### src/include/pixels_params.svh
`ifndef PIXELS_PARAMS_SVH
`define PIXELS_PARAMS_SVH

// Output rows per beat
`define ROWS 8

// Largest kernel height, odd
`define KH_MAX 3

// Image limits
`define CI_MAX 8
`define XW_MAX 16
`define XH_MAX 64

// Pixel word width and words per input beat
`define X_BITS 8
`define S_WORDS 4

// One edge entry per column and channel
`define RAM_EDGES_DEPTH 128

// Rows kept above and below each block
`define EDGE_WORDS (`KH_MAX / 2)

`endif

### src/rtl/pix_pkg.sv
`include "pixels_params.svh"

package pix_pkg;

  // One pixel
  typedef logic [`X_BITS-1:0] word_t;

  // Input beat and its keep bits
  typedef logic [`S_WORDS-1:0][`X_BITS-1:0] s_beat_t;
  typedef logic [`S_WORDS-1:0] s_keep_t;

  // Column chunk: block rows then lookahead rows
  typedef logic [`ROWS+`EDGE_WORDS-1:0][`X_BITS-1:0] chunk_t;

  typedef logic [`EDGE_WORDS-1:0][`X_BITS-1:0] edge_t;

  // One output beat
  typedef logic [`ROWS-1:0][`X_BITS-1:0] block_t;

endpackage

### src/rtl/cfg_pkg.sv
`include "pixels_params.svh"

package cfg_pkg;

  // Configuration beat fields, low bits first in this order
  typedef logic [$clog2((`KH_MAX + 1) / 2)-1:0] kh2_t;
  typedef logic [$clog2(`CI_MAX)-1:0] ci_t;
  typedef logic [$clog2(`XW_MAX)-1:0] w_t;
  typedef logic [$clog2(`XH_MAX / `ROWS)-1:0] l_t;

  // Tap index, 0 to 2*kh2
  typedef logic [$clog2(`KH_MAX)-1:0] kh_t;

  typedef logic [$clog2(`RAM_EDGES_DEPTH)-1:0] ram_addr_t;

  // SET takes the configuration beat, PASS forwards pixels,
  // BLOCK drains after the last input beat
  typedef enum logic [1:0] {
    SET,
    PASS,
    BLOCK
  } stream_state_t;

endpackage

### src/rtl/loop_counter.sv
`timescale 1ns/1ps

module loop_counter #(
  parameter int W = 4
) (
  input  logic         aclk,
  input  logic         clear,
  input  logic         en,
  input  logic [W-1:0] max_in,
  output logic         last_clk,
  output logic         last,
  output logic         first
);

  logic [W-1:0] count;
  logic [W-1:0] max_q;

  // Limit is taken together with the clear
  always_ff @(posedge aclk) begin
    if (clear) begin
      count <= '0;
      max_q <= max_in;
    end else if (en) begin
      if (last) begin
        count <= '0;
      end else begin
        count <= count + 1'b1;
      end
    end
  end

  assign first    = (count == '0);
  assign last     = (count == max_q);
  assign last_clk = last && en;

endmodule

### src/rtl/edge_ram.sv
`timescale 1ns/1ps
`include "pixels_params.svh"

module edge_ram (
  input  logic               aclk,
  input  logic               en,
  input  logic               we,
  input  cfg_pkg::ram_addr_t addr,
  input  pix_pkg::edge_t     din,
  output pix_pkg::edge_t     dout
);

  pix_pkg::edge_t mem [`RAM_EDGES_DEPTH];

  // Read-first, so a write returns the previous contents
  always_ff @(posedge aclk) begin
    if (en) begin
      if (we) begin
        mem[addr] <= din;
      end
      dout <= mem[addr];
    end
  end

endmodule

### src/rtl/pixel_word_packer.sv
`timescale 1ns/1ps
`include "pixels_params.svh"

module pixel_word_packer (
  input  logic             aclk,
  input  logic             aresetn,
  input  logic             s_valid,
  input  logic             s_last,
  input  pix_pkg::s_beat_t s_data,
  input  pix_pkg::s_keep_t s_keep,
  output logic             s_ready,
  output logic             m_valid,
  output logic             m_last,
  output pix_pkg::chunk_t  m_data,
  input  logic             m_ready
);

  localparam int CHUNK_WORDS = `ROWS + `EDGE_WORDS;
  localparam int BEAT_WORDS  = `S_WORDS;

  // Room for a chunk minus one word plus a full beat
  localparam int ACC_WORDS   = CHUNK_WORDS + BEAT_WORDS - 1;
  localparam int CNT_W       = $clog2(ACC_WORDS + 1);

  logic [ACC_WORDS-1:0][`X_BITS-1:0] acc;
  logic [CNT_W-1:0] fill;
  logic last_seen;
  logic s_fire;
  logic m_fire;

  // Input waits while a whole chunk sits in the accumulator
  assign s_ready = (fill < CHUNK_WORDS) && !last_seen;
  assign m_valid = (fill >= CHUNK_WORDS);
  assign m_data  = acc[CHUNK_WORDS-1:0];

  // Once last is in, the next chunk out is the final one
  assign m_last  = last_seen;

  assign s_fire  = s_valid && s_ready;
  assign m_fire  = m_valid && m_ready;

  always_ff @(posedge aclk) begin
    if (!aresetn) begin
      fill      <= '0;
      last_seen <= 1'b0;
    end else if (m_fire) begin
      fill <= fill - CNT_W'(CHUNK_WORDS);
      if (m_last) begin
        last_seen <= 1'b0;
      end
    end else if (s_fire) begin
      fill <= fill + CNT_W'($countones(s_keep));
      if (s_last) begin
        last_seen <= 1'b1;
      end
    end
  end

  // Keep is a run from word 0, so word j lands at fill + j
  always_ff @(posedge aclk) begin
    if (m_fire) begin
      // Leftover words move down to the front
      for (int i = 0; i < ACC_WORDS - CHUNK_WORDS; i++) begin
        acc[i] <= acc[i + CHUNK_WORDS];
      end
    end else if (s_fire) begin
      for (int j = 0; j < BEAT_WORDS; j++) begin
        if (s_keep[j]) begin
          acc[int'(fill) + j] <= s_data[j];
        end
      end
    end
  end

endmodule

### src/rtl/axis_pixels.sv
`timescale 1ns/1ps
`include "pixels_params.svh"

module axis_pixels (
  input  logic             aclk,
  input  logic             aresetn,
  output logic             s_ready,
  input  logic             s_valid,
  input  logic             s_last,
  input  pix_pkg::s_beat_t s_data,
  input  pix_pkg::s_keep_t s_keep,
  input  logic             m_ready,
  output logic             m_valid,
  output pix_pkg::block_t  m_data,
  output logic             m_last
);

  localparam int EDGE_WORDS  = `EDGE_WORDS;
  localparam int SHIFT_WORDS = `ROWS + 2 * EDGE_WORDS;
  localparam int CFG_BITS    = $bits(cfg_pkg::kh2_t) + $bits(cfg_pkg::ci_t) +
                               $bits(cfg_pkg::w_t) + $bits(cfg_pkg::l_t);

  cfg_pkg::stream_state_t state;

  logic [$bits(pix_pkg::s_beat_t)-1:0] s_flat;
  cfg_pkg::kh2_t cfg_kh2;
  cfg_pkg::ci_t  cfg_ci;
  cfg_pkg::w_t   cfg_w;
  cfg_pkg::l_t   cfg_l;
  cfg_pkg::kh2_t kh2_q;

  logic pk_s_valid;
  logic pk_s_ready;
  logic pk_m_valid;
  logic pk_m_ready;
  logic pk_m_last;
  pix_pkg::chunk_t pk_m_data;

  logic en_config;
  logic s_take;
  logic en_copy;
  logic m_beat;
  logic s_last_beat;
  logic m_last_beat;

  logic last_kh;
  logic last_clk_ci;
  logic last_clk_w;
  logic first_l;
  logic last_l;

  cfg_pkg::ram_addr_t ram_addr;
  logic ram_en;
  logic ram_we;
  pix_pkg::edge_t edge_bot;
  pix_pkg::edge_t ram_dout;
  pix_pkg::edge_t edge_top;

  logic r_vld;
  logic r_last;
  logic first_l_r;
  pix_pkg::chunk_t data_r;

  logic [SHIFT_WORDS-1:0][`X_BITS-1:0] shift_reg;
  logic chunk_last;

  // Configuration fields from the low bits of the first beat
  assign s_flat = s_data;
  assign {cfg_l, cfg_w, cfg_ci, cfg_kh2} = s_flat[CFG_BITS-1:0];

  pixel_word_packer u_packer (
    .aclk    (aclk),
    .aresetn (aresetn),
    .s_valid (pk_s_valid),
    .s_last  (s_last),
    .s_data  (s_data),
    .s_keep  (s_keep),
    .s_ready (pk_s_ready),
    .m_valid (pk_m_valid),
    .m_last  (pk_m_last),
    .m_data  (pk_m_data),
    .m_ready (pk_m_ready)
  );

  assign en_config   = (state == cfg_pkg::SET);
  assign m_beat      = m_valid && m_ready;
  assign m_last_beat = m_beat && m_last;
  assign s_last_beat = pk_s_valid && pk_s_ready && s_last;

  // Shift register is free when empty or on its last tap
  assign s_take      = m_ready && (!m_valid || last_kh);
  assign pk_m_ready  = !en_config && s_take;
  assign en_copy     = pk_m_valid && pk_m_ready;

  always_ff @(posedge aclk) begin
    if (!aresetn) begin
      state <= cfg_pkg::SET;
    end else begin
      unique case (state)
        cfg_pkg::SET:   if (s_valid) state <= cfg_pkg::PASS;
        cfg_pkg::PASS:  if (s_last_beat) state <= cfg_pkg::BLOCK;
        cfg_pkg::BLOCK: if (m_last_beat) state <= cfg_pkg::SET;
        default:        state <= cfg_pkg::SET;
      endcase
    end
  end

  always_comb begin
    s_ready    = 1'b0;
    pk_s_valid = 1'b0;
    unique case (state)
      cfg_pkg::SET: begin
        s_ready = 1'b1;
      end
      cfg_pkg::PASS: begin
        s_ready    = pk_s_ready;
        pk_s_valid = s_valid;
      end
      default: begin
        s_ready = 1'b0;
      end
    endcase
  end

  always_ff @(posedge aclk) begin
    if (en_config) begin
      kh2_q <= cfg_kh2;
    end
  end

  // Taps count output beats, the others count accepted chunks
  loop_counter #(.W($bits(cfg_pkg::kh_t))) u_cnt_kh (
    .aclk     (aclk),
    .clear    (en_config),
    .en       (m_beat),
    .max_in   (cfg_pkg::kh_t'({cfg_kh2, 1'b0})),
    .last_clk (),
    .last     (last_kh),
    .first    ()
  );

  loop_counter #(.W($bits(cfg_pkg::ci_t))) u_cnt_ci (
    .aclk     (aclk),
    .clear    (en_config),
    .en       (en_copy),
    .max_in   (cfg_ci),
    .last_clk (last_clk_ci),
    .last     (),
    .first    ()
  );

  loop_counter #(.W($bits(cfg_pkg::w_t))) u_cnt_w (
    .aclk     (aclk),
    .clear    (en_config),
    .en       (last_clk_ci),
    .max_in   (cfg_w),
    .last_clk (last_clk_w),
    .last     (),
    .first    ()
  );

  loop_counter #(.W($bits(cfg_pkg::l_t))) u_cnt_l (
    .aclk     (aclk),
    .clear    (en_config),
    .en       (last_clk_w),
    .max_in   (cfg_l),
    .last_clk (),
    .last     (last_l),
    .first    (first_l)
  );

  // Address is the chunk index inside the block
  always_ff @(posedge aclk) begin
    if (en_config || last_clk_w) begin
      ram_addr <= '0;
    end else if (en_copy) begin
      ram_addr <= ram_addr + 1'b1;
    end
  end

  // One access per chunk: old edge out, new bottom edge in
  assign edge_bot = pk_m_data[`ROWS-1 -: EDGE_WORDS];
  assign ram_we   = en_copy && !last_l;
  assign ram_en   = en_copy && !(first_l && last_l);

  edge_ram u_edge_ram (
    .aclk (aclk),
    .en   (ram_en),
    .we   (ram_we),
    .addr (ram_addr),
    .din  (edge_bot),
    .dout (ram_dout)
  );

  // Register stage lines up with the RAM read
  always_ff @(posedge aclk) begin
    if (!aresetn) begin
      r_vld <= 1'b0;
    end else if (s_take) begin
      r_vld <= en_copy;
    end
  end

  always_ff @(posedge aclk) begin
    if (s_take) begin
      data_r    <= pk_m_data;
      r_last    <= pk_m_last;
      first_l_r <= first_l;
    end
  end

  // Block 0 has nothing above it
  assign edge_top = first_l_r ? '0 : ram_dout;

  always_ff @(posedge aclk) begin
    if (s_take) begin
      shift_reg <= {data_r, edge_top};
    end else if (m_beat) begin
      shift_reg <= shift_reg >> `X_BITS;
    end
  end

  always_ff @(posedge aclk) begin
    if (!aresetn) begin
      m_valid    <= 1'b0;
      chunk_last <= 1'b0;
    end else if (s_take) begin
      m_valid    <= r_vld;
      chunk_last <= r_vld && r_last;
    end
  end

  assign m_last = chunk_last && last_kh;

  // Window starts kh2 rows above the block
  always_comb begin
    for (int r = 0; r < `ROWS; r++) begin
      m_data[r] = shift_reg[r + EDGE_WORDS - int'(kh2_q)];
    end
  end

endmodule

### config.mk
export PLATFORM = sky130hd
export DESIGN_NAME = axis_pixels
export DESIGN_NICKNAME = d
export VERILOG_FILES = /design/src/rtl/pix_pkg.sv /design/src/rtl/cfg_pkg.sv /design/src/rtl/loop_counter.sv /design/src/rtl/edge_ram.sv /design/src/rtl/pixel_word_packer.sv /design/src/rtl/axis_pixels.sv
export VERILOG_INCLUDE_DIRS = /design/src /design/src/include
export SDC_FILE = /design/constraint.sdc
export NUM_CORES = 2
export LEC_CHECK = 0
export BUFFER_PORTS_ARGS = -buffer_cell sky130_fd_sc_hd__buf_2
export CORE_AREA = 2 2 405 407
export DETAILED_ROUTE_END_ITERATION = 12
export DIE_AREA = 0 0 407 409
export GPL_TIMING_DRIVEN = 0
export HOLD_SLACK_MARGIN = 0.06
export PLACE_DENSITY = 0.51
export SLEW_MARGIN = 20
export SYNTH_ARGS = -nofsm -noshare
export SYNTH_HDL_FRONTEND = slang
export SYNTH_SLANG_ARGS = --single-unit
### constraint.sdc
create_clock -name aclk -period 6.8 [get_ports aclk]
set_input_delay 0.68 -clock aclk [delete_from_list [all_inputs] [get_ports aclk]]
set_output_delay 0.68 -clock aclk [all_outputs]
set_load 0.02 [all_outputs]
; ---- Word level (Yosys, flattened, before mapping)
; Memory sizes are Yosys's and may differ from the RTL's. A register that Yosys moved wholly into a read port is not among the register bits.
; Index checks and enable logic that the tools add are counted.
[word_totals]
mem_count = 1
latchBits = 0
out_inout_bits = 67
register_bits = 290
ram_bits = 1024
in_bits = 41
mem_bits_ro = 0
[classes]
mux = 66
eq_ne = 9
div = 0
bitwise_logic = 2
order_cmp = 18
n_shift = 0
reduce_logical = 34
n_mul = 0
add_sub_neg = 21
[memory_table]
columns = name, words, width, rd, rd_clocked_by_memory_dff, write_ports, line
row1 = u_edge_ram.mem, 128, 8, 1, 1, 1, edge_ram.sv:13  ; pix_pkg::edge_t mem [`RAM_EDGES_DEPTH];
[op_table]
columns = operator, n
row1 = two-way mux 96 bit, 10
row2 = bitwise mux 96 bit, 4
row3 = binary-select mux 8 bit (select 4 bit), 8
row4 = two-way mux 8 bit, 21
row5 = two-way mux 80 bit, 2
row6 = demux 8 bit (select 4 bit), 4
row7 = greater-or-equal comparator 32 x 1 -> 1 bit (second input constant), 3
row8 = < comparator 32 x 6 -> 1 bit (second input constant), 3
row9 = two-way mux 24 bit, 2
row10 = < comparator 4 x 6 -> 1 bit (second input constant), 4
row11 = logical AND 1 bit, 19
row12 = subtractor 3 x 1 -> 4 bit (first input constant), 4
row13 = < comparator 3 x 6 -> 1 bit (second input constant), 2
row14 = two-way mux 4 bit, 3
row15 = adder 4 x 2 -> 5 bit (second input constant), 2
row16 = adder 4 bit, 2
row17 = two-way mux 2 bit, 4
row18 = adder 7 x 1 -> 7 bit (second input constant), 1
row19 = adder 3 x 1 -> 3 bit (second input constant), 2
row20 = == test 3 bit, 2
row21 = < comparator 2 x 6 -> 1 bit (second input constant), 1
row22 = < comparator 5 x 6 -> 1 bit (second input constant), 1
row23 = two-way mux 3 bit, 2
row24 = != test 2 bit (second input constant), 3
row25 = 28 further kinds, 41

; ---- Logic depth before layout (Yosys ltp)
[depth]
word_depth = 20
ltp_mapped = 12
ltp_nobuf = 11

; ---- Modules after synthesis
; From an unflattened synthesis, not the netlist that was laid out.
[unflattened]
hier_cells = 4040
area_unflattened_um2 = 57637.8
[modules_own_cells]
columns = mod, cells_per_inst, area_per_inst_um2, instances, seq_area_each_um2
row1 = edge_ram, 2464, 40293.6, 1, 30989.7
row2 = pixel_word_packer, 1059, 8827.2, 1, 2982.9
row3 = axis_pixels, 418, 7288.2, 1, 4894.7
row4 = loop_counter (u_cnt_ci ...), 24, 299.0, 2, 150.1
row5 = loop_counter (u_cnt_w), 35, 447.9, 1, 200.2
row6 = loop_counter (u_cnt_kh), 16, 182.7, 1, 100.1

; ---- Least setup slack after synthesis
; No wires, ideal clock.
[synth_timing]
kind = reg-to-reg
from = register u_packer.fill[1]
to = register u_packer.acc[72] in the netlist's numbering (enable)
arrival_ns = 4.941
path_buffers = 3
path_stages_with_launch = 10
path_slack_ns = 1.356
required_ns = 6.297
period_less_slack_ns = 5.444
cell_sequence = dfxtp_1 -> inv_1 -> ha_1 -> clkbuf_1 -> nor2b_1 -> a211oi_1 -> and3_1 -> buf_2 -> buf_1 -> nor2_1
[synth_via]
elab_chain_len = 4
[synth_lines]
columns = item, line
row1 = from (decl), pixel_word_packer.sv:26  ; logic [CNT_W-1:0] fill;
row2 = from (signal assigned), pixel_word_packer.sv:47  ; fill <= fill - CNT_W'(CHUNK_WORDS);
row3 = from (signal assigned), pixel_word_packer.sv:52  ; fill <= fill + CNT_W'($countones(s_keep));
row4 = < comparator 4 bit / greater-or-equal comparator 4 bit (equally long branches), "pixel_word_packer.sv:32, pixel_word_packer.sv:33"
row5 = logical AND 1 bit (on tied branches), "pixel_word_packer.sv:32, pixel_word_packer.sv:40"
row6 = logical AND 1 bit / NOT 1 bit (equally long branches), n/a
row7 = AND reduction 2 bit (no line) *, n/a
row8 = "to (signal, indexed assignment)", pixel_word_packer.sv:64  ; acc[i] <= acc[i + CHUNK_WORDS];
row9 = "to (signal, indexed assignment)", pixel_word_packer.sv:69  ; acc[int'(fill) + j] <= s_data[j];
row10 = to (decl), pixel_word_packer.sv:25  ; logic [ACC_WORDS-1:0][`X_BITS-1:0] acc;
; Every way passes the cells marked *; elsewhere a longest branch is shown, timed or not.
; A chain may end at the register's enable or synchronous reset.

==> run_results.csv <==
group,metric,value,unit
synthesis,synth-edff-count,1293,
timing,fin_crit_sh,96.0,%
synthesis,synth_commonest_cells,"edfxtp_1, nand2_1, nor2_1",
grt,grt_antenna_before_repair,28,
floorplanning,die-area,166000,um2
timing,rsz0062_at_grt,"no",
synthesis,synth-xor-area-share,0.357,%
floorplanning,ios,108,
power,power_density,273,nW/um2
clock_tree,clk-insertion-delay-late,0.82,ns
synthesis,async_flop_share,0,%
floorplanning,initial_utilization,34.9,%
run,max_cap_viol_count,0,
grt,overflow,0,
synthesis,synth_fp_nets,4049,
place,dpl.hpwl,187000,um
setup_path,crit_chain,"buf_6, buf_2, buf_2, buf_2, buf_2, buf_2, a211oi_1, o22ai_1, a21oi_1, nor4_1",
finish,largest_reg_flops,1024,
setup_path,max_stage_delay,0.86,ns
timing,report.final.slew_viol_count,0,
timing,fin_skew,0.0503,ns
setup_path,worstPathRequired,7.25,ns
min_path,min_path_type,"input port to flop",
synthesis,synth_top_family_by_area,"compound AO/OA/AOI/OAI gates",
power,p_leak,21.7,nW
finish,drive_gt1_share,16.6,%
place,port_buffers,106,
synthesis,synthesis.area,56500,um2
route,drt-wirelength-per-cell,41.0,um
grt,grt_usage,31.9,%
power,vdd_drop_max,0.000304,V
clock_tree,cts_made_buffers,150,
finish,nets,4379,
timing,period_minus_slack,6.53,ns
synthesis,ys_seq_elements,1322,
timing,final.setup.tns,0,ns
timing,setup_viol,0,
place,place_congestion,1.13,
floorplanning,die_y,409,um
clock_tree,cts_hold_buf,0,
synthesis,ys_warn_count,0,
setup_path,end_kind,"flop",
grt,grt_max_degree,53,
clock_tree,post_cts_buffers,0,
finish,final.fill_count,15100,
timing,fmaxAchievable,153,MHz
setup_path,cp_common_cell,"buf_2",
grt,grt_pass1_vias,38700,
clock_tree,clk_pin_slew,0.06,ns
setup_path,cp_max_fo,10,
finish,syn2layout_area_growth,16.5,%
synthesis,synth_fa_ha_area_share,0.549,%
synthesis,ys.flop_type,"edfxtp_1",
route,viasPerCell,6.40,
clock_tree,cts_max_level,4,
route,drcViolationCount,0,
synthesis,synth_compound_area_share,13.6,%
synthesis,yosysSeqAreaShare,69.8,%
place,post-place-ws,1.03,ns
synthesis,synthMuxAreaShare,6.03,%
synthesis,yosysTopAreaCellShare,68.7,%
clock_tree,cts-root-buf,"clkbuf_16",
synthesis,yosys.area.top_type,"edfxtp_1",
clock_tree,clockBufferDepth,3,
setup_path,arrival,6.98,ns
route,vias,42300,
clock_tree,clkSinkCount,1322,
floorplanning,core_area,162000,um2
synthesis,synthTopCellsByArea,"edfxtp_1, mux2i_1, nand2_1",
route,first_pass_iters,7,
synthesis,synth.distinct_cells,86,
timing,finalHoldViolCount,0,
timing,layout_setup_ws,0.275,ns
setup_path,cp-start-kind,"flop",
clock_tree,cts_resized,0,
synthesis,yosys.area_share.simple,7.04,%
floorplanning,die_w,407,um
timing,tightest_slew,1.35,ns
grt,grt_first_pass_wirelength,355000,um
floorplanning,rows,148,
clock_tree,cts_tree,"done",
outcome,outcome,"finished, final reports clean",
setup_path,slowest_stage,"nor4_1",
timing,max-slew-margin-rel,10.2,%
route,postRouteAntennaNets,0,
setup_path,worstSetupPathType,"flop to flop",
synthesis,yosysMostFrequentCell,"edfxtp_1",
route,first_iter_violations,8009,
synthesis,avgSynthCellArea,14.2,um2
route,wl,271000,um
synthesis,synthCells,3985,
-- where the power goes --
group | leakage [nW] | internal [W] | switching, W
Combinational | 7.43 | 0.000260 | 0.000521
Sequential | 12.0 | 0.00905 | 0.0000921
Clock | 2.29 | 0.00460 | 0.00345
-- cell families (layout without fill, tap and decap cells) --
group / count (synthesis) / count (layout)
XOR/XNOR: 23 / 23
flip-flops: 1322 / 1322
adder cells (fa/ha/maj): 23 / 23
other: 0 / 7
buffers and inverters: 350 / 796
multiplexers: 313 / 313
AO/OA/AOI/OAI: 1047 / 1047
AND/OR/NAND/NOR: 907 / 907
-- worst paths after layout --
path	cells after the start	end	slack (ns)	from
setup / recovery	10	u_edge_ram.dout[6]$_DFFE_PP_	0.27	ram_addr[2]$_SDFFE_PP0P_
hold / removal	1	u_cnt_ci.max_q[1]$_DFFE_PP_	0.17	s_data[2]
setup reg to reg	10	u_edge_ram.dout[6]$_DFFE_PP_	0.27	ram_addr[2]$_SDFFE_PP0P_
hold reg to reg	0	data_r[28]$_DFFE_PN_	0.45	u_packer.m_data[28]$_DFFE_PP_
-- critical path, delay by kind of cell, from the launching register on --
| family | cells | cell delay, ns |
|---|---|---|
| buffers and inverters | 6 | 3.53 |
| AO/OA/AOI/OAI | 3 | 1.37 |
| AND/OR/NAND/NOR | 1 | 0.86 |
| flip-flops | 1 | 0.32 |
-- through the flow --
step | cells | hold WS, ns | util (%) | power (W) | instance area (um2)
after global routing | 6606 | 0.152 | 40.6 | 0.0183 | 65800
after floorplan | 3985 | 0.422 | - | 0.00969 | 56500
after global placement | 6266 | 0.435 | 36.9 | 0.0100 | 59700
final | 6613 | 0.170 | 40.6 | 0.0180 | 65800
after CTS | 6604 | 0.126 | 40.6 | 0.0179 | 65800
after detailed placement | 6336 | 0.436 | 37.7 | 0.0101 | 61100
-- placed cells by master (no fill, tap or decap), types with 15 or more instances in the layout --
cell,netlist,final
a21o_1,15,15
nor2_1,272,259
a21bo_2,19,19
buf_2,103,221
xnor2_1,15,15
o2bb2ai_1,21,21
clkinv_2,0,17
buf_8,0,49
and3_1,19,19
nor3_1,30,29
mux2_2,126,126
edfxtp_1,1293,1293
buf_1,32,20
nand2_1,420,420
ha_1,20,20
clkbuf_2,0,27
o21ai_0,76,76
a31oi_1,42,42
clkbuf_1,165,179
buf_16,0,15
o22a_1,18,18
a221oi_1,135,135
clkbuf_16,0,154
o211ai_1,67,67
nand3_1,27,27
mux2i_1,178,178
a221o_1,19,19
inv_1,29,28
nand3b_1,20,20
o22ai_1,42,42
nor2b_1,29,28
clkinv_1,2,32
a211oi_1,76,75
a222oi_1,19,19
a22o_1,27,27
o221ai_1,20,20
a21oi_1,197,197
and2_1,22,22
dfxtp_1,29,29
a22oi_1,159,159
-- per-layer routing --
layer	share of wire [%]	vias up	track usage (%)
met5	0.024	-	0
met2	42	3500	45.2
li1	-	16400	-
met3	14	670	11.5
met1	38	21800	43.0
met4	5.8	12	15.9
-- layout make-up --
class | instances | area, um2 | share of cell area, %
Timing Repair Buffer | 178 | 1760 | 2.68
Inverter | 33 | 124 | 0.188
Sequential cell | 1322 | 39400 | 59.9
Antenna cell | 7 | 17.5 | 0.0266
Clock buffer | 199 | 4050 | 6.16
Clock inverter | 69 | 658 | 1.00
Buffer | 317 | 1460 | 2.21
Multi-Input combinational cell | 2313 | 15600 | 23.7
Tap cell | 2175 | 2720 | 4.14
Power figures use the tool's default switching activity.
